File: src/coco_pkg.sv
// bus widths and memory map are fixed by the machine; machine code 3 is not a valid machine
`default_nettype none

package coco_pkg;

  // bus and memory widths
  localparam int addr_w  = 16;
  localparam int data_w  = 8;
  localparam int ram_aw  = 15;  // 32 KB system ram
  localparam int cart_aw = 14;  // 16 KB cartridge window
  localparam int rom_aw  = 13;  // 8 KB per rom bank

  // memory map, sam style
  localparam logic [addr_w-1:0] ram_top      = 16'h7fff;
  localparam logic [addr_w-1:0] rom_ext_base = 16'h8000;  // extended basic
  localparam logic [addr_w-1:0] rom_bas_base = 16'ha000;  // colour basic
  localparam logic [addr_w-1:0] cart_base    = 16'hc000;
  localparam logic [addr_w-1:0] io_page      = 16'hff00;  // pia0 (and d64 acia)
  localparam logic [addr_w-1:0] pia1_base    = 16'hff20;
  localparam logic [addr_w-1:0] io_base      = 16'hff40;  // cartridge io
  localparam logic [addr_w-1:0] unused_base  = 16'hff60;  // sam regs and vectors, not mapped here

  localparam logic [data_w-1:0] unmapped_data   = 8'hff;  // floating bus reads high
  localparam logic [addr_w-1:0] cart_loaded_min = 16'h0100;

  localparam int bank_bit   = 2;  // pia1 port b / ddrb bit for the d64 rom swap
  localparam int div_normal = 3;  // clocks per bus cycle
  localparam int div_turbo  = 2;

  typedef enum logic [1:0] {
    mach_coco,
    mach_dragon,
    mach_dragon64
  } machine_e;

  // one select per 74ls138 output, acia slot folds into dev_none
  typedef enum logic [2:0] {
    dev_ram,
    dev_rom_ext,
    dev_rom_bas,
    dev_cart,
    dev_pia0,
    dev_pia1,
    dev_io,
    dev_none
  } device_e;

  typedef enum logic [2:0] {
    coco_ext,
    coco_bas,
    dragon_ext,
    dragon_bas,
    d64_ext,
    d64_bas,
    d64_alt_ext,
    d64_alt_bas
  } rom_bank_e;

endpackage

`default_nettype wire

File: src/address_decoder.sv
// purely combinational; rom_bank is only meaningful while the address is in 8000-bfff
`timescale 1ns/100ps
`default_nettype none

module address_decoder (
  input  logic [coco_pkg::addr_w-1:0] cpu_addr,
  input  coco_pkg::machine_e          machine,
  input  logic                        rom_bank_alt,
  output coco_pkg::device_e           device,
  output coco_pkg::rom_bank_e         rom_bank
);

  logic [coco_pkg::addr_w-1:0] rom_off;  // offset into the 16 KB rom window
  logic                        bas_half;

  assign rom_off  = cpu_addr - coco_pkg::rom_ext_base;
  assign bas_half = rom_off[coco_pkg::rom_aw];  // upper 8 KB holds basic

  // address compare chain, lowest region first
  always_comb
  begin
    if (cpu_addr <= coco_pkg::ram_top)
      device = coco_pkg::dev_ram;
    else if (cpu_addr < coco_pkg::rom_bas_base)
      device = coco_pkg::dev_rom_ext;
    else if (cpu_addr < coco_pkg::cart_base)
      device = coco_pkg::dev_rom_bas;
    else if (cpu_addr < coco_pkg::io_page)
      device = coco_pkg::dev_cart;
    else if (cpu_addr < coco_pkg::pia1_base)
    begin
      // d64 splits this page, a2 high reaches the acia
      if (machine == coco_pkg::mach_dragon64 && cpu_addr[2])
        device = coco_pkg::dev_none;
      else
        device = coco_pkg::dev_pia0;
    end
    else if (cpu_addr < coco_pkg::io_base)
      device = coco_pkg::dev_pia1;
    else if (cpu_addr < coco_pkg::unused_base)
      device = coco_pkg::dev_io;
    else
      device = coco_pkg::dev_none;
  end

  always_comb
  begin
    case (machine)
      coco_pkg::mach_dragon:
        rom_bank = bas_half ? coco_pkg::dragon_bas : coco_pkg::dragon_ext;
      coco_pkg::mach_dragon64:
        if (rom_bank_alt)  // second 16 KB rom chip
          rom_bank = bas_half ? coco_pkg::d64_alt_bas : coco_pkg::d64_alt_ext;
        else
          rom_bank = bas_half ? coco_pkg::d64_bas : coco_pkg::d64_ext;
      default:
        rom_bank = bas_half ? coco_pkg::coco_bas : coco_pkg::coco_ext;
    endcase
  end

endmodule

`default_nettype wire

File: config.mk
export PLATFORM = sky130hd
export DESIGN_NAME = address_decoder
export DESIGN_NICKNAME = d
export VERILOG_FILES = /design/src/coco_pkg.sv /design/src/address_decoder.sv
export SDC_FILE = /design/constraint.sdc
export NUM_CORES = 1
export LEC_CHECK = 0
export BUFFER_PORTS_ARGS = -buffer_cell sky130_fd_sc_hd__buf_2
export CAP_MARGIN = 20
export CORE_AREA = 2 2 39 41
export DETAILED_ROUTE_END_ITERATION = 8
export DIE_AREA = 0 0 41 43
export GPL_ROUTABILITY_DRIVEN = 0
export GPL_TIMING_DRIVEN = 0
export SYNTH_ARGS = -nofsm -noshare
export SYNTH_HDL_FRONTEND = slang
export SYNTH_SLANG_ARGS = --single-unit
File: constraint.sdc
create_clock -name vclk -period 1.95
set_clock_uncertainty 0.1 [all_clocks]
set_input_delay 0.195 -clock vclk [all_inputs]
set_output_delay 0.195 -clock vclk [all_outputs]
set_load 0.02 [all_outputs]
==> summary.md <==
| Metric | Value |
|---|---|
| Syn avg cell area | `6.63 um2` |
| Mapped Cells | `20` |
| Maximum VDD drop | `0.0000454 V` |
| Total iterations of the first detailed-routing run | `1` |
| GRT Total Usage | `about 4.5%` |
| Min-delay worst type | `input port to output port` |
| Reg area | `0 um2` |
| Total die area | `0.00176 mm2` |
| Hold Vio Cnt, Final | `0` |
| YS warnings | `0` |
| Post-route DRC | `0` |
| Worst slack at placement | `between 0.6 and 0.7 ns` |
| Hold buffer count at CTS | `0` |
| Final WS setup | `around 0.66 ns` |
| Resized Gates After CTS | `0` |
| Largest net degree at the start of global routing | `5` |
| Vias in the first global route | `189` |
| Fin. max-slew vios | `0` |
| Vias | `221` |
| Final critical-path required period | `roughly 1.3 ns` |
| Clock buf count | `0` |
| Setup-failing EPs final | `0` |
| # fillers | `154` |
| Core ar. | `roughly 0.0014 mm2` |
| Relative slew slack | `89.6%` |
| WHS Path Cells | `3` |
| Antenna violations before repair | `0` |
| Max FO, Critical Path | `3` |
| Status | `completed` |
| Area contributors post-synth | `ha_1 28%, nand3b_1 11%, a31oi_1 9.4%` |
| Post-CTS setup buffer count | `0` |
| CP Launch Type | `input port` |
| Seq_cells | `0` |
| Detailed placement HPWL | `422 um` |
| N_diodes | `0` |
| Max-Cap Viols | `0` |
| Required @ worst endpoint | `1.65 ns` |
| TNS Setup | `0 ns` |
| Leak pwr | `0.147 nW` |
| Yosys cell types | `11` |
| Layout cells sized above 1 | `56.1%` |
| Synthesis-to-finish area growth | `94.3%` |
| Period Utilization, post-route | `66.1%` |
| Worst slew pin tran | `0.154 ns` |
| Starting Density | `9.58%` |
| Synthesized cell area | `133 um2` |
| IO buf count | `21` |
| ANT nets after route | `0` |
| Sequential fraction of the synthesis area | `0%` |
| # IOs | `25` |
| WL final | `roughly 450 um` |
| Vias per cell | `3.88` |
| RSZ-0062 raised after global routing | `false` |
| Critical path endpoint category | `output port` |
| CP Class | `input port to output port` |
| DRT iter0 DRCs | `0` |
| Chip width | `41 um` |
| Power Density | `181 mW/mm2` |
| Global-route wire length before repair | `614 um` |
| Share of the synthesized area in the top cell type | `28.3%` |
| Die span in y | `43 um` |
| Dominant cell type by area after synthesis | `ha_1` |
| WP data arrival | `0.99 ns` |
| Wire per inst | `roughly 7.9 um` |
| Net Count, Synth | `42` |
| Row cnt | `14` |
| Remaining Overflow, GRT | `0` |
| Fmax | `776 MHz` |
| Nets@finish | `65` |
| WHS | `0.647 ns` |
placed cells by master, fill, tap and decap left out, drive strengths merged:
cell type	count
inv	3
nor2	3
nand3b	2
a31oi	2
o21ai	2
ha	3
nand4	2
buf	22
nor3b	1
a21oi	1
per-layer routing:
layer / vias up / part of all wire, % / GRT usage, %
li1: 113 / - / -
met1: 87 / 45 / 4.75
met2: 21 / 34 / 9.06
met4: 0 / 0 / 0
met3: 0 / 21 / 0.524
met5: - / 0 / 0
synthesized netlist by cell type:
master	n
nor3b_1	1
buf_4	1
o21ai_0	2
a31oi_1	2
nand3b_1	2
a21oi_1	1
nor2_1	2
nor2_2	1
ha_1	3
nand4_1	2
inv_1	3
stage by stage:
step | util (%) | power [mW] | instances | cell area, um2
after global placement | 18.6 | 0.0466 | 57 | 258
after CTS | 18.6 | 0.0473 | 57 | 258
after floorplan | - | 0.0221 | 20 | 133
final | 18.6 | 0.0466 | 57 | 258
after detailed placement | 18.6 | 0.0471 | 57 | 258
after global routing | 18.6 | 0.0526 | 57 | 258
cell families after synthesis:
family | count (synthesis) | share of synthesized area [%]
fa+ha+maj | 3 | 28.3
simple gates | 8 | 36.8
compound gates | 5 | 20.7
buf+inv | 4 | 14.2
final cells by class:
class / instances / area [um2] / area share, %
tap: 16 / 20.0 / 7.77
inverter: 3 / 11.3 / 4.37
buffer: 1 / 7.51 / 2.91
timing repair buffer: 21 / 105 / 40.8
multi-input combinational: 16 / 114 / 44.2
worst max-delay path: stages:
cell and delay [ns]:
buf_2 0.11, inv_1 0.07, ha_1 0.19, nand3b_1 0.09, a31oi_1 0.16, buf_2 0.18
worst paths after layout:
path / startpoint / end / slack (ns)
max: machine[0] / device[1] / 0.66
min: cpu_addr[13] / rom_bank[0] / 0.65
report_power, final:
part / switching (mW) / leakage, nW / total, mW / internal (mW)
clock network: 0 / 0 / 0 / 0
logic: 0.0243 / 0.147 / 0.0466 / 0.0223
registers: 0 / 0 / 0 / 0
Note: power is estimated with default switching activity, not from simulation.
