`src/coco_pkg.sv`:
```
// bus widths and memory map are fixed by the machine; machine code 3 is not a valid machine
`default_nettype none

package coco_pkg;

  // bus and memory widths
  localparam int addr_w  = 16;
  localparam int data_w  = 8;
  localparam int ram_aw  = 15;  // 32 KB system ram
  localparam int cart_aw = 14;  // 16 KB cartridge window
  localparam int rom_aw  = 13;  // 8 KB per rom bank

  // memory map, sam style
  localparam logic [addr_w-1:0] ram_top      = 16'h7fff;
  localparam logic [addr_w-1:0] rom_ext_base = 16'h8000;  // extended basic
  localparam logic [addr_w-1:0] rom_bas_base = 16'ha000;  // colour basic
  localparam logic [addr_w-1:0] cart_base    = 16'hc000;
  localparam logic [addr_w-1:0] io_page      = 16'hff00;  // pia0 (and d64 acia)
  localparam logic [addr_w-1:0] pia1_base    = 16'hff20;
  localparam logic [addr_w-1:0] io_base      = 16'hff40;  // cartridge io
  localparam logic [addr_w-1:0] unused_base  = 16'hff60;  // sam regs and vectors, not mapped here

  localparam logic [data_w-1:0] unmapped_data   = 8'hff;  // floating bus reads high
  localparam logic [addr_w-1:0] cart_loaded_min = 16'h0100;

  localparam int bank_bit   = 2;  // pia1 port b / ddrb bit for the d64 rom swap
  localparam int div_normal = 3;  // clocks per bus cycle
  localparam int div_turbo  = 2;

  typedef enum logic [1:0] {
    mach_coco,
    mach_dragon,
    mach_dragon64
  } machine_e;

  // one select per 74ls138 output, acia slot folds into dev_none
  typedef enum logic [2:0] {
    dev_ram,
    dev_rom_ext,
    dev_rom_bas,
    dev_cart,
    dev_pia0,
    dev_pia1,
    dev_io,
    dev_none
  } device_e;

  typedef enum logic [2:0] {
    coco_ext,
    coco_bas,
    dragon_ext,
    dragon_bas,
    d64_ext,
    d64_bas,
    d64_alt_ext,
    d64_alt_bas
  } rom_bank_e;

endpackage

`default_nettype wire

```
`src/clock_enable_gen.sv`:
```
// a change of turbo is only picked up at the next enable pulse; no enable on the first clock out of reset
`timescale 1ns/100ps
`default_nettype none

module clock_enable_gen (
  input  logic clk,
  input  logic reset_n,
  input  logic turbo,
  output logic cpu_ena
);

  logic [1:0] cnt;
  logic       turbo_q;  // period in force for the current bus cycle
  logic [1:0] last;

  assign last = turbo_q ? 2'(coco_pkg::div_turbo - 1) : 2'(coco_pkg::div_normal - 1);

  always_ff @(posedge clk)
  begin
    if (!reset_n)
    begin
      cnt     <= '0;
      turbo_q <= 1'b0;
      cpu_ena <= 1'b0;
    end
    else if (cnt == last)
    begin
      cnt     <= '0;
      turbo_q <= turbo;  // new speed from here on
      cpu_ena <= 1'b1;
    end
    else
    begin
      cnt     <= cnt + 2'd1;
      cpu_ena <= 1'b0;
    end
  end

endmodule

`default_nettype wire

```
`config.mk`:
```
export PLATFORM = sky130hd
export DESIGN_NAME = clock_enable_gen
export DESIGN_NICKNAME = d
export VERILOG_FILES = /design/src/coco_pkg.sv /design/src/clock_enable_gen.sv
export SDC_FILE = /design/constraint.sdc
export NUM_CORES = 1
export LEC_CHECK = 0
export CORE_AREA = 10 10 47 49
export DETAILED_ROUTE_END_ITERATION = 8
export DIE_AREA = 0 0 57 59
export DONT_BUFFER_PORTS = 1
export GPL_TIMING_DRIVEN = 1
export SLEW_MARGIN = 10
export SYNTH_ARGS = -nofsm -noshare
export SYNTH_HDL_FRONTEND = slang
export SYNTH_SLANG_ARGS = --single-unit
```
`constraint.sdc`:
```
create_clock -name clk -period 1.15 [get_ports clk]
set_input_delay 0.115 -clock clk [delete_from_list [all_inputs] [get_ports clk]]
set_output_delay 0.115 -clock clk [all_outputs]
set_load 0.005 [all_outputs]
```
==> run summary, run 1 <==
The aggregate routed wire length was 305 um; the number of instances in the synthesized netlist was 16. After detailed placement, the design holds a cell count of 32. During synthesis, Yosys emitted a total of 0 warnings. The run finished with clean final reports.

The vias after detailed routing was 128. Setup repair after global routing left no endpoint under its margin. CTS saw 4 sinks.

In the synthesized netlist the dominant register cell turns out to be dfxtp_1. The die is 59 um tall. Max-capacitance violation count: 0. The element type at the critical path start is a flop. The worst setup path is captured at a flop. The logs give 0 for the number of antenna violations at the first check in global routing and 0 for the number of pins exceeding their max-slew limit in the final report. After clock tree synthesis, the setup repair step added 0 buffers. Data on the critical path is required at its endpoint by 1.28 ns.

Counting flops with an async set or reset pin after synthesis yields a share of 0%. Number of storage elements in the synthesis netlist: 4. The dominant cell by count in the synthesized netlist is dfxtp_1. The number of global-route vias before repair is 132, and the setup violation total in the final timing report is 0.

The logs give 0 for the post-detailed-route DRC marker count and 1400 um2 for the core outline area. The maximum clock rate was 1170 MHz. The worst-case IR drop observed on VDD is 0.340 mV.

By count the netlist is led by dfxtp_1 (4), and2_1 (2), mux2i_1 (2), nand2b_1 (2). Arrival time at the worst endpoint: 0.98 ns. The actual transition at the worst max-transition pin was 0.160 ns; the clock latency at the later pin of the worst-skew pair was 0.23 ns. The number of enable-type register cells in the synthesized netlist was 0. dfxtp_1 takes more of the synthesized area than any other cell. Once the floorplan was initialized, standard cells occupied 11.2% of the core. After layout, the minimum clock period comes to 0.857 ns. The detailed-router iteration count before antenna repair came out at 2.

The run gives 1 as the starting DRC count in detailed routing. The min-delay analysis places its worst path in the category input pin to flop. Clock-pin slew was measured on the worst setup and hold paths at 0.04 ns. The root buffer selected by CTS was clkbuf_4. The floorplan has 14 rows. The final cycle utilization of the critical path is 74.5%. The net total in the final layout is 25. The CTS H-tree depth is 1.

Clock skew on the completed layout was measured at 0.000673 ns. The global placer's final weighted congestion is 0.686, and the net count of the mapped netlist is 19. The run gives 2 as the maximum clock path buffer count. The share of Yosys cell area claimed by the top area cell type was 50.8%. Yosys attributes the largest share of cell area to dfxtp_1 (51%), mux2i_1 (13%), and2_1 (7.9%). For the pre-CTS setup slack, the log shows 0.311 ns. The maximum fanout count along the critical path is 3, and the wire length of the first global-routing pass is 538 um. The die area is 3360 um2.

The run gives 36 as the final cell count without fillers. The mapped netlist covers 158 um2. The share of layout cells above drive strength 1 came out at 20.0%. TritonCTS built the clock tree. In this run the power density over the cells is 1730 nW/um2.

The number of buffer cells added on primary ports works out to 0. The analysis attributes to cell leakage a power of 0.0857 nW. Setup total negative slack on the finished layout was measured at 0 ns. The overall overflow remaining after global route was 0; the die outline width was 57 um. The count of cell types in the netlist was 10. The logs give 4 for the top-level port count and 0 for the number of inserted diodes. The final routed wire length divided by cell count was 8.47 um. The logs give 0.293 ns for the setup slack of the critical path after layout and 89.3% for the max-slew headroom at the worst pin.

The count of antenna-violating nets left after detailed routing was 0. The total routing resource utilization after global routing is 2.51%, and the average size of a mapped cell is 9.85 um2. Post-CTS repair changed the size of 0 cells. For the half-perimeter wire length after placement, the log shows 207 um. From synthesis to final layout, the design area changed by 33.3%. Sequential cells were found to cover 50.8% of the synthesized design area. Clock tree synthesis inserted a total of 3 buffers. The mean number of vias per cell works out to 3.56. The critical path is of the flop to flop type.

The final hold violation count came out at 0. Entering global routing, the biggest net connects 4 pins.
-- cells by family after synthesis --
group           count (synthesis)  share of synthesized area (%)
compound gates                  3                           13.5
buf+inv                         2                           4.76
flops                           4                           50.8
mux                             2                           12.7
simple gates                    5                           18.2
-- sequential cells by signal (all words and copies together) (netlist names) --
register and flops:
cnt 2, cpu_ena 1, turbo_q 1
-- cells in the final DEF (no fill, tap or decap), drive strengths merged --
| cell type | n |
|---|---|
| a211oi | 1 |
| a21oi | 1 |
| a31o | 1 |
| and2 | 2 |
| clkbuf | 3 |
| dfxtp | 4 |
| dlygate4sd3 | 1 |
| inv | 2 |
| mux2i | 2 |
| nand2 | 1 |
| nand2b | 2 |
-- worst paths after layout --
| check | start | end | slack [ns] | depth (start not counted) |
|---|---|---|---|---|
| min | reset_n | turbo_q | 0.02 | 1 |
| max | cnt[0] | turbo_q | 0.29 | 3 |
| max reg2reg | cnt[0] | turbo_q | 0.29 | 3 |
| min reg2reg | cnt[0] | cnt[0] | 0.44 | 1 |
-- final cells by class --
cell class / count / area (um2)
clock buffers: 3 / 22.5
fillers: 157 / 1190
inverters: 2 / 7.51
multi-input cells: 10 / 70.1
flip-flops and latches: 4 / 80.1
well taps: 16 / 20.0
repair buffers: 1 / 10.0
-- worst max-delay path, cell delays in order (launching register included) --
cell and delay, ns:
dfxtp_1 0.34, nand2b_1 0.16, a21oi_1 0.08, a31o_1 0.17
-- stage by stage --
| step | hold WS, ns | instance area, um2 | util [%] | total power [mW] |
|---|---|---|---|---|
| after global routing | 0.00289 | 210 | 15.0 | 0.397 |
| after CTS | 0.0170 | 210 | 15.0 | 0.373 |
| after detailed placement | 0.241 | 178 | 12.7 | 0.187 |
| final | 0.0227 | 210 | 15.0 | 0.363 |
| after global placement | 0.237 | 178 | 12.7 | 0.186 |
| after floorplan | 0.234 | 158 | - | 0.182 |
-- layer usage --
layer / global-route usage (%) / wire (um) / part of all wire (%)
met1: 1.91 / 121 / 40
met2: 2.64 / 130 / 43
met5: 0 / 0 / 0
met3: 3.43 / 46 / 15
met4: 3.02 / 6 / 2.0
-- power by group --
group | switching [mW] | internal, mW
clock network | 0.0583 | 0.117
logic | 0.0126 | 0.0166
registers | 0.00786 | 0.151
-- repair_timing --
action	4_1_cts	5_1_grt
endpoints found under the hold margin	3	0
setup endpoints to repair	0	0
hold buffers	1	0
Power figures use the tool's default switching activity.
==> run 2, diff against run 1 <==
- clock period: 1.15 -> 0.8 ns (I/O delays scaled with it)
==> run summary, run 2 (same netlist as run 1, synthesis figures left out) <==
The tools report the startpoint of the tightest hold check path as turbo (was reset_n). The starting DRC count in detailed routing was 1 (unchanged). The count of antenna-violating nets left after detailed routing was 0 (unchanged).

The number of cell rows is 14 (unchanged). The reg-to-reg endpoint is turbo_q (unchanged). The maximum single-stage delay on the critical path was 0.36 ns (was 0.34 ns); the number of pins exceeding their max-slew limit in the final report was 0 (unchanged). The height of the chip is 59 um (unchanged). Root buffer selected by CTS: clkbuf_4 (unchanged). Element type at the critical path start: a flop (unchanged).

The final reports fail on negative setup slack. The run gives 0 (unchanged) as the post-detailed-route DRC marker count. Register with the highest flop count: cnt (unchanged). The vias after detailed routing came out at 131 (was 128).

The power density over the cells is 2310 nW/um2 (was 1730 nW/um2), and the maximum clock rate is 1220 MHz (was 1170 MHz). The actual transition at the worst max-transition pin was 0.167 ns (was 0.160 ns). The run finished, with violations left. Setup repair after global routing could not meet its margin everywhere. For the number of antenna violations at the first check in global routing, the log shows 0 (unchanged).

The post-CTS clock slew at the launch and capture registers of the worst setup and hold paths works out to 0.04 ns (about the same). Reg-to-reg startpoint: cnt[0] (unchanged). The die outline width was 57 um (unchanged). Share of layout cells above drive strength 1: 45.0% (was 20.0%). Maximum fanout count along the critical path: 3 (unchanged). Most frequent cells in the layout: clkbuf_4 (3), nand2b_4 (2), mux2i_1 (2), and2_1 (2), dfxtp_1 (2) (was dfxtp_1 (4), clkbuf_4 (3), nand2b_1 (2), mux2i_1 (2), and2_1 (2)). The aggregate routed wire length was 360 um (was 305 um). Flip-flop count of the largest register after layout: 2 (unchanged).

The detailed-router iteration count before antenna repair is 2 (unchanged), and the summed area of non-filler cells in the final layout is 236 um2 (was 210 um2). The tools report the number of clock sinks as 4 (unchanged). The total routing resource utilization after global routing is 2.90% (was 2.51%), and the maximum clock path buffer count is 2 (unchanged). The tools report the endpoint class of the critical path as a flop (unchanged). Slowest stage cell on the critical path: dfxtp_4 (was dfxtp_1). The run gives 1 (unchanged) as the CTS H-tree depth. The number of cells on the worst reg-to-reg path was 3 (unchanged); the setup violation total in the final timing report was 1 (was 0). The data required time at the worst endpoint is 0.93 ns (was 1.28 ns), and the post-synthesis to final-layout area growth is 50.0% (was 33.3%). The starting utilization of the core area is 11.2% (unchanged). The half-perimeter wire length after placement was 207 um (unchanged). The total buffers and inverters traversed by the critical path is 0 (unchanged), and the worst-case clock skew is 0.00224 ns (was 0.000673 ns). Top-level port count: 4 (unchanged). The mean number of vias per cell was 3.64 (was 3.56); the final critical delay including setup and external delays was 0.822 ns (was 0.857 ns). The tools report the total design power as 0.547 mW (was 0.363 mW).

Cell-by-cell listing of the critical path: nand2b_4 > a21oi_2 > a31o_1 (was nand2b_1 > a21oi_1 > a31o_1). Top Registers: cnt x2, cpu_ena x1, turbo_q x1 (unchanged). TritonCTS built the clock tree.

The tools report the max-capacitance violation count as 0 (unchanged). The tools report the endpoint of the worst hold path as turbo_q (unchanged). For the die area, the log shows 3360 um2 (unchanged). The setup slack of the critical path after layout was -0.0216 ns (was 0.293 ns). The arrival time at the worst endpoint is 0.95 ns (was 0.98 ns), and the number of buffer cells added on primary ports is 0 (unchanged).

The number of setup buffers added after CTS was 0 (unchanged); the hold path depth was 3 (was 1). For the core outline area, the log shows 1400 um2 (unchanged). The clock latency at the later pin of the worst-skew pair came out at 0.24 ns (was 0.23 ns). The worst hold path class is input pin to flop (unchanged). The final cycle utilization of the critical path works out to 103% (was 74.5%). The setup slack on the worst flop-to-flop path came out at -0.02 ns (was 0.29 ns). The number of buffers inserted during clock tree synthesis was 3 (unchanged).

The logs give 155 (was 132) for the number of global-route vias before repair and 0 (unchanged) for the overall overflow remaining after global route. The worst vdd rail ir drop came out at 0.494 mV (was 0.340 mV). For the accumulated negative setup slack, the log shows -0.0216 ns (was 0 ns). Critical path class: flop to flop (unchanged). The run gives 0.686 (unchanged) as the global placer's final weighted congestion. For the tightest hold margin, the log shows 0.100 ns (was 0.0227 ns). The logs give 5 (was 4) for the largest net degree at the start of global routing and 0 (unchanged) for the final hold violation count.

The run gives 0.102 nW (was 0.0857 nW) as the leakage power summed over all cells. The run gives 178 um2 (unchanged) as the area of placed instances. The final routed wire length divided by cell count was 10.0 um (was 8.47 um); the max-slew headroom at the worst pin was 88.8% (was 89.3%).

The leading cell type in the layout, fill and taps excluded is clkbuf_4 (was dfxtp_1). The tools report the wire length of the first global-routing pass as 655 um (was 538 um). The dominant delay contributor by cell family on the critical path is flip-flops (unchanged). The logs give 25 (unchanged) for the net total in the final layout and 0 (unchanged) for the number of inserted diodes.
==> run 2: final cells by class <==
type | count | area (um2)
multi-input cells | 10 | 88.8
clock buffers | 3 | 22.5
well taps | 16 | 20.0
flip-flops and latches | 4 | 85.1
repair buffers | 1 | 12.5
inverters | 2 | 7.51
fillers | 153 | 1160
==> run 2: where the power goes <==
group          switching, mW  leakage (nW)  internal (mW)  total, mW
combinational         0.0217        0.0540         0.0362     0.0579
sequential            0.0183        0.0338          0.219      0.237
clock                 0.0841        0.0138          0.168      0.252
==> run 2: worst max path at each step <==
stage	cells past startpoint	end	startpoint	slack, ns
3_5_place_dp	3	turbo_q	cnt[0]	-0.04
4_1_cts	3	turbo_q	cnt[0]	-0.02
2_1_floorplan	3	turbo_q	cnt[0]	0.008
3_3_place_gp	3	turbo_q	cnt[0]	-0.04
5_1_grt	3	cpu_ena	cnt[0]	-0.05
6_report	3	turbo_q	cnt[0]	-0.02
==> run 2: what timing repair did <==
item | 4_1_cts | 5_1_grt
gates resized for setup | 5 | 2
pin swaps | 3 | 0
endpoints found under the hold margin | 4 | 0
hold buffers | 1 | 0
endpoints found under the setup margin | 3 | 4
==> run 2: metrics by stage <==
stage          setup WS [ns]  util (%)  cells
2_1_floorplan        0.00822         -     16
3_3_place_gp         -0.0443      12.7     32
3_5_place_dp         -0.0386      12.7     32
4_1_cts              -0.0218      16.5     36
5_1_grt              -0.0480      16.9     36
6_report             -0.0216      16.9     36
==> run 2: routing by layer <==
metal  up-vias  share of wire [%]  GRT usage [%]
li1         62                  -              -
met2         5                 51           3.88
met1        62                 34           2.03
met3         2                 13           3.43
met5         -                  0              0
met4         0                1.7           3.02
==> run 2: worst reg2reg max path, delay by kind of cell (launching register included) <==
family	cells	cell delay, ns
AND/OR/NAND/NOR	1	0.14
AO/OA/AOI/OAI	2	0.22
flip-flops	1	0.36
==> run 3, diff against run 2 <==
- ABC_AREA: unset -> 1
==> run summary, run 3 <==
The flow ran to the end, and the final reports show no timing, DRC or antenna violations. The wire length of the first global-routing pass was 676 um (was 655 um). The share of layout cells above drive strength 1 works out to 48.5% (was 45.0%).

For the post-synthesis instance area, the log shows 176 um2 (was 158 um2). The total met2 wirelength after detailed routing was 217 um (was 183 um); the met1 routed wirelength after detailed routing was 149 um (was 122 um). The largest net degree at the start of global routing was 7 (was 5).

The reg-to-reg startpoint was cnt[1] (was cnt[0]). The max-slew headroom at the worst pin is 90.0% (was 88.8%), and the clock latency at the later pin of the worst-skew pair is 0.23 ns (was 0.24 ns). The max-capacitance violation count was 0 (unchanged); the summed area of non-filler cells in the final layout was 274 um2 (was 236 um2). The actual transition at the worst max-transition pin is 0.148 ns (was 0.167 ns). The hold path depth is 2 (was 3). The final routed wire length divided by cell count is 8.43 um (was 10.0 um). Biggest area consumer among synthesized cells: dfxtp_1 (unchanged). The starting DRC count in detailed routing was 4 (was 1); the number of pins exceeding their max-slew limit in the final report was 0 (unchanged).

The tools report the root buffer selected by CTS as clkbuf_4 (unchanged). The flip-flop count of the largest register after layout was 2 (unchanged). The maximum clock rate was 1270 MHz (was 1220 MHz); the detailed-router iteration count before antenna repair was 3 (was 2). The power density over the cells works out to 2270 nW/um2 (was 2310 nW/um2).

Endpoint class of the critical path: a flop (unchanged). The number of antenna violations at the first check in global routing is 0 (unchanged), and the top-level port count is 4 (unchanged). The run gives 0 (unchanged) as the count of antenna-violating nets left after detailed routing.

For the die area, the log shows 3360 um2 (unchanged). The logs give 163 (was 153) for the number of fillers in the final layout and 9 (was 10) for the count of cell types in the netlist. Endpoint of the worst hold path: turbo_q (unchanged). The average size of a mapped cell is 6.53 um2 (was 9.85 um2).

Cell types occupying the most area after synthesis: dfxtp_1 (45%), nor2_1 (17%), nand2_1 (13%) (was dfxtp_1 (51%), mux2i_1 (13%), and2_1 (7.9%)). The tools report the element type at the critical path start as a flop (unchanged). The share of Yosys cell area claimed by the top area cell type came out at 45.4% (was 50.8%). Height of the chip: 59 um (unchanged). The final critical delay including setup and external delays came out at 0.786 ns (was 0.822 ns). The logs give 204 um2 (was 178 um2) for the area of placed instances and 183 (was 155) for the number of global-route vias before repair. The final hold violation count was 0 (unchanged). Top cells by count, synth: nor2_1 (8), nand2_1 (6), dfxtp_1 (4) (was dfxtp_1 (4), and2_1 (2), mux2i_1 (2), nand2b_1 (2)). The leading cell type in the layout, fill and taps excluded was nor2_1 (was clkbuf_4). Top Registers: cnt x2, cpu_ena x1, turbo_q x1 (unchanged). Mean number of vias per cell: 3.57 (was 3.64). The register with the highest flop count is cnt (unchanged).

The post-CTS clock slew at the launch and capture registers of the worst setup and hold paths came out at 0.04 ns (about the same). The number of cells on the worst reg-to-reg path works out to 6 (was 3). The async set-reset flop share out of synthesis works out to 0% (unchanged).

The sequential share of the synthesized area came out at 45.4% (was 50.8%). TritonCTS built the clock tree. The run gives 0.92 ns (was 0.93 ns) as the data required time at the worst endpoint. The number of clock sinks came out at 4 (unchanged). The run gives 2.71% (was 2.90%) as the total routing resource utilization after global routing. The vias after detailed routing was 175 (was 131). Most common flop cell mapped by yosys: dfxtp_1 (unchanged).

The number of cell rows is 14 (unchanged), and the aggregate routed wire length is 413 um (was 360 um). The worst hold path class was input pin to flop (unchanged). The critical path class was flop to flop (unchanged).

The core outline area was 1400 um2 (unchanged). The run gives 30 (was 19) as the net count of the mapped netlist. Dominant cell by count in the synthesized netlist: nor2_1 (was dfxtp_1). For the worst vdd rail ir drop, the log shows 0.705 mV (was 0.494 mV). The number of setup buffers added after CTS was 0 (unchanged); the CTS H-tree depth was 1 (unchanged).

Most frequent cells in the layout: nor2_1 (6), nand2_1 (5), inv_2 (4), clkbuf_4 (3) (was clkbuf_4 (3), nand2b_4 (2), mux2i_1 (2), and2_1 (2), dfxtp_1 (2)). The logs give 0 (unchanged) for the count of yosys warnings during synthesis and 0 ns (was -0.0216 ns) for the accumulated negative setup slack. The setup slack on the worst flop-to-flop path was 0.01 ns (was -0.02 ns); the net total in the final layout was 38 (was 25). The wire length on met3 is 15 um (was 48 um), and the number of inserted diodes is 0 (unchanged). The die outline width came out at 57 um (unchanged).

The tools report the number of buffers inserted during clock tree synthesis as 3 (unchanged). The tools report the global placer's final weighted congestion as 0.737 (was 0.686). The maximum fanout count along the critical path was 4 (was 3); the overall overflow remaining after global route was 0 (unchanged). The worst-case clock skew was 0.00492 ns (was 0.00224 ns). The reg-to-reg endpoint was cnt[1] (was turbo_q). The top routing layer in use is met4 (unchanged). The run gives 0 (unchanged) as the post-detailed-route DRC marker count.

The logs give 0.122 nW (was 0.102 nW) for the leakage power summed over all cells and 258 um (was 207 um) for the half-perimeter wire length after placement. The post-synthesis to final-layout area growth was 55.3% (was 50.0%); the number of buffer cells added on primary ports was 0 (unchanged). Setup violation total in the final timing report: 0 (was 1). The number of storage elements in the synthesis netlist is 4 (unchanged), and the number of enable-type register cells in the synthesized netlist is 0 (unchanged).

For the arrival time at the worst endpoint, the log shows 0.91 ns (was 0.95 ns). Setup repair after global routing could not meet its margin everywhere. The maximum clock path buffer count was 2 (unchanged).

For the starting utilization of the core area, the log shows 12.6% (was 11.2%). The tools report the startpoint of the tightest hold check path as reset_n (was turbo). Number of instances in the synthesized netlist: 27 (was 16). The final cycle utilization of the critical path was 98.2% (was 103%).
-- run 3: cell types whose count changed after synthesis, sizes merged, moves of 2 or more --
cell | before | now
inv | 2 | 4
mux2i | 2 | 0
nand2 | 1 | 6
and2 | 2 | 0
nor2 | 0 | 10
nand2b | 2 | 0
-- run 3: cell families after synthesis --
logic type / share of synthesized area [%]
AOI/OAI and AO/OA: 7.09
DFF: 45.4
and+or+nand+nor: 36.9
buffers and inverters: 10.6
-- run 3: final cells by class --
cell class	instances	area (um2)	share of cell area [%]
inverters	5	18.8	6.85
repair buffers	3	31.3	11.4
flip-flops and latches	4	86.3	31.5
well taps	16	20.0	7.31
multi-input cells	18	95.1	34.7
clock buffers	3	22.5	8.22
-- run 3: metal layers --
metal	global-route usage [%]	vias to the layer above
met1	1.88	75
met3	1.93	4
met4	4.03	0
met5	0	-
li1	-	92
met2	4.03	4
-- run 3: how the worst max path moves through the flow --
stage | from | slack [ns] | end | depth (start not counted)
floorplan | cnt[0] | 0.005 | turbo_q | 5
global placement | turbo_q | -0.04 | cnt[1] | 5
detailed placement | turbo_q | -0.06 | cnt[1] | 5
CTS | cnt[0] | 0.003 | turbo_q | 5
global route | cnt[0] | -0.05 | turbo_q | 5
finish | cnt[1] | 0.01 | cnt[1] | 6
-- run 3: what timing repair did --
action / 4_1_cts / 5_1_grt
pin swaps: 3 / 4
setup endpoints to repair: 2 / 3
hold buffers: 2 / 0
gates resized for setup: 5 / 8
hold endpoints to repair: 3 / 0
-- run 3: per-stage QoR --
| step | power (mW) | util (%) | std cells | worst slack, ns | hold WS [ns] |
|---|---|---|---|---|---|
| floorplan | 0.309 | - | 27 | 0.00495 | 0.201 |
| global placement | 0.332 | 14.6 | 44 | -0.0365 | 0.206 |
| detailed placement | 0.332 | 14.6 | 44 | -0.0550 | 0.211 |
| CTS | 0.605 | 18.0 | 49 | 0.00251 | 0.0233 |
| global route | 0.668 | 19.6 | 49 | -0.0504 | 0.0305 |
| finish | 0.621 | 19.6 | 49 | 0.0143 | 0.0247 |
-- run 3: report_power, final --
| group | internal [mW] | switching, mW |
|---|---|---|
| clock network | 0.167 | 0.0757 |
| logic | 0.0597 | 0.0657 |
| registers | 0.225 | 0.0272 |
-- run 3: critical path: stages, from the launching register on --
cell,delay (ns)
dfxtp_2,0.34
nand2_2,0.07
inv_2,0.03
nor2_2,0.08
nand2_1,0.05
nand2_1,0.07
nor2_2,0.03
