### config.mk
export PLATFORM = sky130hd
export DESIGN_NAME = sys_ctrl_regs
export DESIGN_NICKNAME = d
export VERILOG_FILES = /design/src/coco_pkg.sv /design/src/sys_ctrl_regs.sv
export SDC_FILE = /design/constraint.sdc
export NUM_CORES = 1
export LEC_CHECK = 0
export BUFFER_PORTS_ARGS = -buffer_cell sky130_fd_sc_hd__clkbuf_2
export CAP_MARGIN = 10
export CORE_MARGIN = 2
export CORE_UTILIZATION = 30
export CTS_BUF_LIST = sky130_fd_sc_hd__clkbuf_8
export CTS_CLUSTER_DIAMETER = 100
export CTS_CLUSTER_SIZE = 40
export DETAILED_ROUTE_END_ITERATION = 6
export PLACE_DENSITY = 0.57
export SYNTH_ARGS = -nofsm -noshare
export SYNTH_HDL_FRONTEND = slang
export SYNTH_SLANG_ARGS = --single-unit
### constraint.sdc
create_clock -name clk -period 1.4 [get_ports clk]
set_input_delay 0.07 -clock clk [delete_from_list [all_inputs] [get_ports clk]]
set_output_delay 0.07 -clock clk [all_outputs]
set_load 0.05 [all_outputs]
### src/coco_pkg.sv
// bus widths and memory map are fixed by the machine; machine code 3 is not a valid machine
`default_nettype none

package coco_pkg;

  // bus and memory widths
  localparam int addr_w  = 16;
  localparam int data_w  = 8;
  localparam int ram_aw  = 15;  // 32 KB system ram
  localparam int cart_aw = 14;  // 16 KB cartridge window
  localparam int rom_aw  = 13;  // 8 KB per rom bank

  // memory map, sam style
  localparam logic [addr_w-1:0] ram_top      = 16'h7fff;
  localparam logic [addr_w-1:0] rom_ext_base = 16'h8000;  // extended basic
  localparam logic [addr_w-1:0] rom_bas_base = 16'ha000;  // colour basic
  localparam logic [addr_w-1:0] cart_base    = 16'hc000;
  localparam logic [addr_w-1:0] io_page      = 16'hff00;  // pia0 (and d64 acia)
  localparam logic [addr_w-1:0] pia1_base    = 16'hff20;
  localparam logic [addr_w-1:0] io_base      = 16'hff40;  // cartridge io
  localparam logic [addr_w-1:0] unused_base  = 16'hff60;  // sam regs and vectors, not mapped here

  localparam logic [data_w-1:0] unmapped_data   = 8'hff;  // floating bus reads high
  localparam logic [addr_w-1:0] cart_loaded_min = 16'h0100;

  localparam int bank_bit   = 2;  // pia1 port b / ddrb bit for the d64 rom swap
  localparam int div_normal = 3;  // clocks per bus cycle
  localparam int div_turbo  = 2;

  typedef enum logic [1:0] {
    mach_coco,
    mach_dragon,
    mach_dragon64
  } machine_e;

  // one select per 74ls138 output, acia slot folds into dev_none
  typedef enum logic [2:0] {
    dev_ram,
    dev_rom_ext,
    dev_rom_bas,
    dev_cart,
    dev_pia0,
    dev_pia1,
    dev_io,
    dev_none
  } device_e;

  typedef enum logic [2:0] {
    coco_ext,
    coco_bas,
    dragon_ext,
    dragon_bas,
    d64_ext,
    d64_bas,
    d64_alt_ext,
    d64_alt_bas
  } rom_bank_e;

endpackage

`default_nettype wire

### src/sys_ctrl_regs.sv
// pia1 port b side only: no port a, no interrupt flags, outputs follow the data register not the ddr
`timescale 1ns/100ps
`default_nettype none

module sys_ctrl_regs (
  input  logic                        clk,
  input  logic                        reset_n,
  input  logic                        access,
  input  logic                        pia1_hit,
  input  logic                        cpu_rw,
  input  logic [1:0]                  cpu_addr_lo,
  input  logic [coco_pkg::data_w-1:0] cpu_wdata,
  output logic [coco_pkg::data_w-1:0] rd_data,
  output logic                        rom_bank_alt,
  output logic [4:0]                  vdg_mode,
  output logic                        sound_bit
);

  logic [coco_pkg::data_w-1:0] port_b;
  logic [coco_pkg::data_w-1:0] ddr_b;
  logic [coco_pkg::data_w-1:0] ctrl_b;
  logic [coco_pkg::data_w-1:0] rd_mux;
  logic                        wr_en;

  assign wr_en = access & pia1_hit & ~cpu_rw;

  always_comb
  begin
    case (cpu_addr_lo)
      2'd2:    rd_mux = ctrl_b[2] ? port_b : ddr_b;  // cr bit 2 picks data over ddr
      2'd3:    rd_mux = ctrl_b;
      default: rd_mux = coco_pkg::unmapped_data;  // port a not kept
    endcase
  end

  always_ff @(posedge clk)
  begin
    if (!reset_n)
    begin
      port_b <= '0;
      ddr_b  <= '0;
      ctrl_b <= '0;
    end
    else if (wr_en)
    begin
      if (cpu_addr_lo == 2'd3)
        ctrl_b <= cpu_wdata;
      else if (cpu_addr_lo == 2'd2 && ctrl_b[2])
        port_b <= cpu_wdata;
      else if (cpu_addr_lo == 2'd2)
        ddr_b <= cpu_wdata;
    end
  end

  // read sampled at the access, old value on a same-cycle write
  always_ff @(posedge clk)
  begin
    if (access && pia1_hit && cpu_rw)
      rd_data <= rd_mux;
  end

  // pull-up on pb2 keeps the normal rom unless driven low as an output
  assign rom_bank_alt = ddr_b[coco_pkg::bank_bit] & ~port_b[coco_pkg::bank_bit];
  assign vdg_mode     = port_b[7:3];  // a/g, gm2..gm0, css
  assign sound_bit    = port_b[1];

endmodule

`default_nettype wire
==> flow_results.org, run 1 <==
** Drt
- Final routed wirelength across all metal layers :: 2960 um
- Iter 0 DRT Violations :: 48
- Before antenna repair, the detailed router went through 2 iterations.
- Routed met1 length :: 1420 um
- The detail route stage leaves a number of antenna-violating nets equal to 0.
- After detailed routing, the number of vias per cell comes to 4.61.
- The routed layout has 1014 vias.
- After detailed routing, the average wire length per cell comes to 13.4 um.
- Drc violations :: 0
- Met2 routed wirelength :: 1350 um
- Sum of met3 wire segment lengths after detailed routing :: 139 um
- The detailed router used layers up to and including met4.

** Placement
- Routability-driven placement finished with a final weighted congestion of 0.765.
- Placed Cells :: 212
- HPWL after detailed placement :: 2120 um
- Port buffering added 29 buffers.

** Logic synthesis
- Simple logic cell fraction of the synthesized area :: 0.160
- Summing every instance area after synthesis gives 1420 um2.
- After synthesis, the share of cell area in mux cells is 0.274.
- Of the total synthesized cell area, the portion taken by full adders, half adders and majority gates is 0.
- After synthesis, the mean cell area works out to 10.8 um2.
- Yosys instantiated no cell more often than sky130_fd_sc_hd__nand2_1.
- Most used flip-flop cell after synthesis :: sky130_fd_sc_hd__dfxtp_1
- Of the total synthesized cell area, the portion taken by XOR and XNOR cells is 0.
- In this run, synthesis produced a sequential element count of 32.
- Share of synthesized registers carrying an async set or reset :: 0
- The synthesized design contains 8 enable-type register cells.
- By area the synthesized netlist is led by sky130_fd_sc_hd__dfxtp_1, sky130_fd_sc_hd__mux2i_1, sky130_fd_sc_hd__edfxtp_1.
- Counting every net in the synthesized netlist gives 147.
- Counting instances in the post-synthesis netlist gives the leading cell types as sky130_fd_sc_hd__nand2_1, sky130_fd_sc_hd__mux2i_1, sky130_fd_sc_hd__dfxtp_1.
- By area, the combinational part of the netlist is dominated by multiplexers.
- After technology mapping, the gate count stands at 132.
- The share of the Yosys chip area taken by registers is 0.507.
- Library cell with the largest summed area after synthesis :: sky130_fd_sc_hd__dfxtp_1
- The number of different library cells used by synthesis comes to 19.
- The post-synthesis compound-gate area fraction came to 0.00704.
- Count of warnings emitted by yosys :: 0
- The share of synthesized area in the top cell type comes to 0.338.

** Clock tree
- Counting along the longest clock path gives a buffer depth of 2.
- At the later pin of the worst-skew pair, clock insertion delay measures 280 ps.
- In this run, CTS created clock tree buffers numbering 5.
- TritonCTS built the clock tree.
- CTS Root Cell :: sky130_fd_sc_hd__clkbuf_8
- Buffers added to address setup during post-CTS repair amount to 0.
- Clock-pin slew was measured on the worst setup and hold paths at 60 ps.
- Number of H-tree levels :: 2
- For this design, the sink count on the clock tree is 32.

** Die
- Die area :: 5310 um2
- Effective utilization at floorplan :: 0.305
- The floorplan has 25 rows.
- The core region is 4660 um2.
- In this run the vertical extent of the chip is 72.9 um.
- Pin placement for this block handled 30 I/O pins.
- Horizontal die dimension :: 72.9 um

** Timing
- The clock period could shrink to 1320 ps.
- In the final timing run, aggregate negative setup slack is 0 ps.
- RSZ-0062 raised after global routing :: false
- Worst hold slack :: 64.6 ps
- Setup violations, final :: 0
- The max-slew violation total from the final report was 0.
- At the pin with the least slew margin, the transition time is 310 ps.
- Clock Skew :: 4.67 ps
- Final-report hold violation count :: 0
- Timing would allow up to 0.760 GHz.
- Final critical-path share of the clock period :: 0.940
- Relative slew margins :: 0.793

** Global routing
- Across every metal layer, demand over resource in global routing totals 0.123.
- Vias in the first global route :: 966
- Largest net degree at the start of global routing :: 33
- Initial antenna violation count :: 0
- First-pass GRT wire length :: 4830 um
- Overall overflow remaining after global route :: 0

** Final layout
- Share of post-route cells with drive strength above 1 :: 0.337
- Inserted Diodes :: 0
- Fill cells in the final layout number 473.
- Final standard cell utilization of the core :: 0.371
- After the last flow step, the layout net total stands at 180.
- The area growth from synthesis to layout is 21.6%.
- Layout Cells excl Fill :: 220

** Setup path
- In this run the worst path has a maximum fanout of 5.
- The largest single stage delay on the critical path is 360 ps.
- CP Cell Sequence :: buf_4 -> mux2_2 -> mux2i_1 -> nand2_1
- STA puts the critical path data arrival time at 1350 ps.
- For this design, the slowest cell found on the critical path is sky130_fd_sc_hd__dfxtp_4.
- Crit Path Category :: flip-flop to flip-flop
- The worst register-to-register path begins at ctrl_b[2]$_SDFFE_PN0P_.
- STA classifies the critical path startpoint as a flip-flop.
- The worst setup path is captured at a flip-flop.
- Start point of the critical path :: ctrl_b[2]$_SDFFE_PN0P_
- STA puts the critical path data required time at 1430 ps.

** Worst hold path
- Hold Crit Start :: cpu_wdata[5]
- The min-delay analysis places its worst path in the category input port to flip-flop.

** Power and ir drop
- Across the VDD grid, the largest voltage drop is 0.342 mV.
- In this run the power density over the cells is 1050 nW/um2.
- Leak :: 0.779 nW

** Flow run
- Max-cap violations in this run came to 0.

** Run status
- The flow ran to the end, and the final reports show no timing, DRC or antenna violations.
==> path summary, 6_finish.rpt <==
path | to | slack [ps] | cells past startpoint
hold / removal | ddr_b[5]$_SDFFE_PN0P_ | 60 | 3
hold reg to reg | ctrl_b[5]$_SDFFE_PN0P_ | 460 | 2
setup / recovery | rd_data[5]$_DFFE_PP_ | 80 | 4
setup reg to reg | rd_data[5]$_DFFE_PP_ | 80 | 4
==> cell families after synthesis <==
group           Yosys count
mux                      38
compound gates            2
flops                    32
buf+inv                  12
simple gates             48
==> routing by layer <==
layer  up-vias  global-route usage
met5         -                   0
met2        27               0.179
met3         6              0.0428
li1        509                   -
met1       472               0.165
met4         0              0.0494
==> where the power goes <==
group / switching (W) / internal (W) / leakage (nW)
Combinational: 0.0000888 / 0.0000475 / 0.458
Sequential: 0.00000509 / 0.000960 / 0.268
Clock: 0.000322 / 0.000386 / 0.0538
Total: 0.000416 / 0.00139 / 0.779
==> sequential cells by signal, indices dropped and copies added, names as in the netlist <==
signal   count
ctrl_b       8
ddr_b        8
port_b       8
rd_data      8
==> timing repair <==
item                       in CTS  in global routing
hold buffers                    0                  0
resized for setup               1                  1
setup endpoints to repair       1                  1
hold endpoints to repair        0                  0
==> cell usage in the layout, fill, tap and decap left out, drive strengths merged <==
cell	instances
buf	8
nand3b	1
nor3b	1
and3	1
clkbuf	35
dfxtp	24
mux2i	31
nor3	1
o21ai	1
nand2	41
nor2	1
edfxtp	8
or4b	1
inv	3
a21oi	1
nor2b	1
mux2	7
==> stage by stage <==
stage          worst slack (ps)  power (W)  cell area, um2
6_report                   83.8    0.00181            1730
5_1_grt                    9.71    0.00188            1730
4_1_cts                    51.9    0.00184            1730
3_5_place_dp               11.7    0.00112            1640
3_3_place_gp               74.9    0.00112            1640
2_1_floorplan               114    0.00107            1420
==> worst max-delay path: cells and delay by family (launching register included) <==
family        cells  cell delay [ps]
buf+inv           1              130
flops             1              360
mux               2              500
simple gates      1               80
==> layout make-up <==
type                       instances  area, um2  area share
sequential                        32        724       0.419
multi-input combinational         88        627       0.362
timing repair buffer              37        218       0.126
clock buffer                       6       82.6      0.0477
tap                               54       67.6      0.0390
clock inverter                     2       7.51     0.00434
inverter                           1       3.75     0.00217
Note: power is estimated with default switching activity, not from simulation.
==> inputs of run 2 (changes only) <==
--- a/config.mk
+++ b/config.mk
@@ -14,6 +14,7 @@
 export CTS_CLUSTER_SIZE = 40
 export DETAILED_ROUTE_END_ITERATION = 6
 export PLACE_DENSITY = 0.57
+export SETUP_SLACK_MARGIN = 0.1
 export SYNTH_ARGS = -nofsm -noshare
 export SYNTH_HDL_FRONTEND = slang
 export SYNTH_SLANG_ARGS = --single-unit
==> run 2 against run 1 <==
  * Cell area increased by 2.8%
  * Final cell count grew 0.45%
  * Critical path depth stayed put
  * Non-clock buffer count grew 1
  * First-iteration DRC count rose by 17%
  * Largest power group unchanged
  * Highest routed layer unchanged
==> flow_results.org, run 2 (synthesis gave the netlist of run 1 again) <==
** Run status
- The run finished with clean final reports.

** Worst hold path
- Worst hold path type :: input port to flip-flop
- The cell depth of the worst hold path was 3 (unchanged).
- The worst hold path begins at cpu_wdata[5].
- The path with the worst hold slack has its endpoint at ddr_b[5]$_SDFFE_PN0P_.

** Global routing
- The pin count of the biggest net entering global routing is 33 (unchanged).
- Initial antenna violation count :: 0 (unchanged)
- Met2 routing resource usage after global routing :: 0.184 (+0.00505)
- After global routing, the most crowded layer is met2.
- The wire length of the first global-routing pass was 4820 um (-0.14%).
- Vias in the first global route :: 977 (+1.1%)
- Met3 layer usage reported by global route :: 0.0428 (unchanged)
- The remaining global-route overflow is 0 (unchanged).
- Gr usage total :: 0.123 (unchanged)
- Met1 Usage GRT :: 0.161 (-0.00428)

** Clock tree
- Max Buffers Root-to-Sink :: 2 (unchanged)
- The number of buffers inserted during clock tree synthesis came to 5 (unchanged).
- The total number of H-tree levels came to 2 (unchanged).
- The number of hold-repair buffers added at the cts stage came to 0 (unchanged).
- The sink count of the clock tree came to 32 (unchanged).
- CTS tree :: built
- Clock tree synthesis selected as its root buffer the cell sky130_fd_sc_hd__clkbuf_8.
- The CTS clock-pin slew for the worst setup and hold paths came to 60 ps (about the same).
- The clock latency on the worst-skew pair was 280 ps (about the same).

** Drt
- The number of nets with antenna violations after routing is 0 (unchanged).
- The DRC violation count after routing came to 0 (unchanged).
- Total vias in the final route :: 1001 (-1.3%)
- The wire length per cell after detailed routing came to 13.8 um (+2.6%).
- Number of detailed-routing iterations run before antenna repair :: 4 (+2)
- Detailed-route vias per instance :: 4.53 (-1.7%)
- The DRC violation total after the first TritonRoute iteration is 56 (+17%).
- Final routed wirelength across all metal layers :: 3050 um (+3.1%)

** Final layout
- Number of nets in the layout :: 181 (+0.56%)
- The antenna diode count is 0 (unchanged).
- Share of post-route cells with drive strength above 1 :: 0.347 (+0.00996)
- Layout Cell Area excl Fill :: 1780 um2 (+2.8%)
- From synthesis to final layout, the design area changed by 25.1%.
- The library cell used most frequently in the layout, excluding fill and tap cells, is sky130_fd_sc_hd__nand2_1.
- The library cells used most frequently in the layout, excluding fill and tap cells, are sky130_fd_sc_hd__nand2_1, sky130_fd_sc_hd__mux2i_1, sky130_fd_sc_hd__clkbuf_2, sky130_fd_sc_hd__dfxtp_1, sky130_fd_sc_hd__edfxtp_1.

** Placement
- The count of port buffers added during placement was 29 (unchanged).
- The routability-driven placement congestion ratio came to 0.765 (unchanged).
- Cell area after placement :: 1640 um2 (unchanged)
- The HPWL after detailed placement came to 2120 um (unchanged).

** Setup path
- Critical path peak fanout :: 5 (unchanged)
- Startpoint of the worst-slack reg-to-reg timing path :: ctrl_b[2]$_SDFFE_PN0P_
- Maximum single-stage delay on the critical path :: 380 ps (+20 ps)
- Worst path top cell family by delay :: multiplexers
- Buffers and inverters on the worst path :: 1 (unchanged)
- Crit Reg-Reg Endpoint :: rd_data[5]$_DFFE_PP_
- The cell count of the worst reg-to-reg path came to 4 (unchanged).
- Worst-path cell with the longest stage delay :: sky130_fd_sc_hd__dfxtp_4
- Worst reg2reg setup slack :: 110 ps (+30 ps)
- The critical path is of the flip-flop to flip-flop type.
- CP Cell Sequence :: buf_6 -> mux2_4 -> mux2i_2 -> nand2_1
- Critical Path Start Type :: flip-flop
- Worst endpoint data arrival time :: 1320 ps (-30 ps)
- Critical path endpoint category :: flip-flop
- The data required time at the worst endpoint came to 1430 ps (about the same).

** Timing
- Max Slew Vio Count :: 0 (unchanged)
- Final critical-path share of the clock period :: 0.919 (-0.0207)
- The fmax is 0.777 GHz (+2.3%).
- The final hold slack came to 67.3 ps (+2.63 ps).
- Setup violations, final :: 0 (unchanged)
- Relative slew margins :: 0.794 (+0.00107)
- Slew @ Worst Pin :: 308 ps (-1.60 ps)
- Sum Neg Setup Slack :: 0 ps (unchanged)
- Minimum clock period after layout :: 1290 ps (-29.0 ps)
- Clock Skew :: 6.37 ps (+1.70 ps)
- Setup repair after global routing could not meet its margin everywhere.
- Final-report hold violation count :: 0 (unchanged)

** Power and ir drop
- Power per Cell Area :: 1020 nW/um2 (-2.5%)
- Final Power :: 0.00181 W (+0.28%)
- The maximum vdd ir drop is 0.339 mV (-0.98%).
- Leak :: 0.792 nW (+1.6%)

** Flow run
- The max capacitance violation total came to 0 (unchanged).

** Die
- Number of top-level design ports :: 30 (unchanged)
- Effective utilization at floorplan :: 0.305 (unchanged)
- The total number of placement rows is 25 (unchanged).
- Core Region :: 4660 um2 (unchanged)
- Die boundary height :: 72.9 um (unchanged)
- The overall die area was 5310 um2 (unchanged).
- The die boundary width came to 72.9 um (unchanged).
## run 2: changes by cell type in the layout (fill, tap and decap cells not counted)
cell,change
sky130_fd_sc_hd__buf_4,-3
sky130_fd_sc_hd__buf_6,+4
sky130_fd_sc_hd__mux2_2,-6
sky130_fd_sc_hd__mux2_4,+6
sky130_fd_sc_hd__mux2i_1,-1
sky130_fd_sc_hd__mux2i_2,+1
## run 2: cell type report
type | count | area (um2)
Fill cell | 462 | 2880
Sequential cell | 32 | 724
Multi-Input combinational cell | 88 | 653
Timing Repair Buffer | 38 | 240
Clock buffer | 6 | 82.6
Tap cell | 54 | 67.6
Clock inverter | 2 | 7.51
Inverter | 1 | 3.75
## run 2: worst max path at each step
stage / start / endpoint / cells after the start
3_5_place_dp: ctrl_b[2]$_SDFFE_PN0P_ / rd_data[5]$_DFFE_PP_ / 4
2_1_floorplan: ctrl_b[2]$_SDFFE_PN0P_ / rd_data[0]$_DFFE_PP_ / 4
4_1_cts: ctrl_b[2]$_SDFFE_PN0P_ / rd_data[5]$_DFFE_PP_ / 4
5_1_grt: ctrl_b[2]$_SDFFE_PN0P_ / rd_data[5]$_DFFE_PP_ / 4
3_3_place_gp: ctrl_b[2]$_SDFFE_PN0P_ / rd_data[5]$_DFFE_PP_ / 4
6_report: ctrl_b[2]$_SDFFE_PN0P_ / rd_data[5]$_DFFE_PP_ / 4
## run 2: through the flow
step,util,instances,setup slack (ps)
floorplan,-,132,114
global placement,0.351,212,74.9
detailed placement,0.351,212,11.7
CTS,0.374,220,110
global route,0.382,221,73.6
finish,0.382,221,113
## run 2: what timing repair did
| action | in CTS | in global routing |
|---|---|---|
| pin swaps | 2 | 5 |
| setup endpoints to repair | 14 | 7 |
| resized for setup | 5 | 8 |
| endpoints found under the hold margin | 0 | 0 |
| buffers inserted | 0 | 1 |
## run 2: worst register-to-register path, cell delays in order, from the launching register on
cell,delay (ps)
sky130_fd_sc_hd__dfxtp_4,380
sky130_fd_sc_hd__buf_6,130
sky130_fd_sc_hd__mux2_4,300
sky130_fd_sc_hd__mux2i_2,160
sky130_fd_sc_hd__nand2_1,80
## run 2: power by group
part | switching (W) | internal (W) | total, W | leakage [nW]
combinational | 0.0000901 | 0.0000510 | 0.000141 | 0.470
sequential | 0.00000558 | 0.000960 | 0.000965 | 0.268
clock | 0.000322 | 0.000386 | 0.000707 | 0.0538
## run 2: per-layer routing
metal,wire (um),vias to the layer above
met4,19,0
li1,-,507
met1,1510,464
met5,0,-
met3,142,2
met2,1380,28
==> inputs of run 3 (changes only) <==
--- a/config.mk
+++ b/config.mk
@@ -14,6 +14,7 @@
 export CTS_CLUSTER_SIZE = 40
 export DETAILED_ROUTE_END_ITERATION = 6
 export PLACE_DENSITY = 0.57
+export RECOVER_POWER = 50
 export SETUP_SLACK_MARGIN = 0.1
 export SYNTH_ARGS = -nofsm -noshare
 export SYNTH_HDL_FRONTEND = slang
==> run 3 against run 2 <==
  * Critical endpoint unchanged
  * Utilization fell by 0.51 points
  * Global-route usage did not move
  * Via count rose by 0.70%
  * Clock power rose by 0.6%
  * Clock-buffer cell count did not move
  * Sequential cell count did not move
  * Largest cell class unchanged
  * Critical path type unchanged
  * First-iteration DRC count fell by 11%
  * Register-to-register slack barely moved
  * Largest power group unchanged
  * Clock skew barely moved
  * Final cell count did not move
  * Non-clock buffer count did not move
  * Worst setup slack barely moved
==> flow_results.org, run 3 (synthesis gave the netlist of run 1 again) <==
** Timing
- The minimum clock period came to 1290 ps (-0.316 ps).
- Final critical-path share of the clock period :: 0.919 (about the same)
- The number of setup violations in the final report is 0 (unchanged).
- The worst path setup slack after routing is 113 ps (+0.316 ps).
- Final-report hold violation count :: 0 (unchanged)
- Relative slew margins :: 0.538 (-0.256)
- The final clock skew came to 6.25 ps (-0.118 ps).
- Sum Neg Setup Slack :: 0 ps (unchanged)
- Slew @ Worst Pin :: 693 ps (+384 ps)
- RSZ-0062 raised after global routing :: true
- Max Slew Vio Count :: 0 (unchanged)
- The fmax was 0.777 GHz (about the same).

** Global routing
- The initial antenna violation count is 0 (unchanged).
- The pin count of the biggest net entering global routing was 33 (unchanged).
- Overall overflow remaining after global route :: 0 (unchanged)
- The wire length of the first global-routing pass is 4820 um (unchanged).
- Gr usage total :: 0.123 (unchanged)
- Vias in the first global route :: 977 (unchanged)

** Die
- Die boundary height :: 72.9 um (unchanged)
- Number of top-level design ports :: 30 (unchanged)
- The effective utilization at floorplan is 0.305 (unchanged).
- The total number of placement rows is 25 (unchanged).
- Die area :: 5310 um2 (unchanged)
- Core Region :: 4660 um2 (unchanged)
- Horizontal die dimension :: 72.9 um (unchanged)

** Power and ir drop
- The clock network fraction of design power was 0.392 (+0.002).
- The portion of total power attributed to sequential cells was 0.532 (about the same).
- Peak supply drop :: 0.344 mV (+1.4%)
- The combinational cell fraction of total power was 0.076 (-0.002).
- Net switching component of the power :: 0.000421 W (+0.79%)
- The leakage power figure came to 0.747 nW (-5.6%).
- Internal :: 0.00139 W (-0.28%)
- Switching part of the total :: 0.232 (+0.00188)
- The power density over the cells came to 1030 nW/um2 (+1.3%).
- The post-layout total power came to 0.00181 W (about the same).

** Worst hold path
- Worst hold path type :: input port to flip-flop
- Depth of the worst hold-timing path :: 3 (unchanged)

** Setup path
- The data required time at the worst endpoint came to 1430 ps (about the same).
- STA classifies the critical path endpoint as a flip-flop.
- The arrival time reported for the critical path endpoint came to 1320 ps (about the same).
- Critical Path Stages :: 4 (unchanged)
- Worst path top cell family by delay :: multiplexers
- Maximum single-stage delay on the critical path :: 380 ps (about the same)
- The number of buffer and inverter stages on the critical path came to 1 (unchanged).
- The cell count of the worst reg-to-reg path is 4 (unchanged).
- Critical Path Start Type :: flip-flop
- The critical-path maximum fanout is 5 (unchanged).
- CP Cell Sequence :: buf_6 -> mux2_4 -> mux2i_2 -> nand2_1
- The setup path with the least slack is of type flip-flop to flip-flop.
- For this design, the slowest cell found on the critical path is sky130_fd_sc_hd__dfxtp_4.

** Placement
- RePlAce Congestion :: 0.765 (unchanged)
- The total instance count after detailed placement came to 212 (unchanged).
- The HPWL after detailed placement came to 2120 um (unchanged).
- The count of port buffers added during placement is 29 (unchanged).
- The worst slack at placement was 11.7 ps (unchanged).

** Drt
- The total wire length came to 3060 um (+0.49%).
- Number of detailed-routing iterations run before antenna repair :: 4 (unchanged)
- Iter 0 DRT Violations :: 50 (-11%)
- Detailed-route vias per instance :: 4.56 (+0.70%)
- Detail-routed net length per standard cell :: 13.9 um (+0.49%)
- The number of nets with antenna violations after routing came to 0 (unchanged).
- The total via count in the routed design was 1008 (+0.70%).
- The DRC violation count after routing is 0 (unchanged).

** Clock tree
- The clock latency on the worst-skew pair is 280 ps (about the same).
- Total clock buffers created by CTS :: 5 (unchanged)
- The root buffer cell chosen for the clock tree is sky130_fd_sc_hd__clkbuf_8.
- The CTS clock-pin slew for the worst setup and hold paths came to 60 ps (about the same).
- CTS tree :: built
- Number of H-tree levels :: 2 (unchanged)
- CTS hold repair buffers :: 0 (unchanged)
- Max Buffers Root-to-Sink :: 2 (unchanged)
- The sink count of the clock tree was 32 (unchanged).

** Final layout
- The share of cells above drive strength 1 was 0.257 (-0.0898).
- The count of placed standard cells in the final layout, fillers left out is 221 (unchanged).
- Most frequent cells in the layout :: sky130_fd_sc_hd__nand2_1, sky130_fd_sc_hd__mux2i_1, sky130_fd_sc_hd__dfxtp_1, sky130_fd_sc_hd__clkbuf_2, sky130_fd_sc_hd__clkbuf_1
- Area grow syn2layout :: 23.4%
- The net total in the final layout came to 181 (unchanged).
- The antenna diode count came to 0 (unchanged).
- Commonest non-fill, non-tap cell in the layout :: sky130_fd_sc_hd__nand2_1

** Run status
- Result of the run :: finished, final reports clean

** Flow run
- The max capacitance violation total is 0 (unchanged).
run 3: routing by layer:
layer,GRT usage,routed length [um]
met3,0.0428,148
met4,0.0494,46
met5,0,0
met1,0.161,1500
met2,0.184,1370
run 3: what timing repair did:
item / in CTS / in global routing
endpoints found under the setup margin: 14 / 7
pin swaps: 2 / 5
buffers inserted: 0 / 1
resized for setup: 5 / 8
run 3: power by group through the flow:
stage	Combinational, W	Clock (W)	Sequential (W)
after floorplan	0.0000647	0	0.00101
after global placement	0.000134	0	0.000986
after detailed placement	0.000137	0	0.000987
after CTS	0.000139	0.000734	0.000965
after global routing	0.000150	0.000770	0.000966
final	0.000137	0.000711	0.000965
run 3: area by class of cell:
class | count | area, um2
clock buffer | 6 | 82.6
clock inverter | 2 | 7.51
fill | 473 | 2910
inverter | 1 | 3.75
multi-input combinational | 88 | 652
sequential | 32 | 724
tap | 54 | 67.6
timing repair buffer | 38 | 218
run 3: worst register-to-register path, stage by stage, from the launching register on:
cell and delay, ps:
sky130_fd_sc_hd__dfxtp_4 380, sky130_fd_sc_hd__buf_6 130, sky130_fd_sc_hd__mux2_4 300, sky130_fd_sc_hd__mux2i_2 160
sky130_fd_sc_hd__nand2_1 80
run 3: stage by stage:
| stage | util | cell area [um2] | hold slack [ps] |
|---|---|---|---|
| 4_1_cts | 0.374 | 1740 | 55.3 |
| 3_5_place_dp | 0.351 | 1640 | 363 |
| 2_1_floorplan | - | 1420 | 253 |
| 3_3_place_gp | 0.351 | 1640 | 353 |
| 6_report | 0.377 | 1760 | 65.7 |
| 5_1_grt | 0.377 | 1760 | 81.8 |
run 3: path summary, 6_finish.rpt:
kind,startpoint,endpoint,slack (ps)
max,ctrl_b[2]$_SDFFE_PN0P_,rd_data[5]$_DFFE_PP_,110
min,cpu_wdata[5],ddr_b[5]$_SDFFE_PN0P_,70
max reg2reg,ctrl_b[2]$_SDFFE_PN0P_,rd_data[5]$_DFFE_PP_,110
min reg2reg,ctrl_b[4]$_SDFFE_PN0P_,ctrl_b[4]$_SDFFE_PN0P_,460
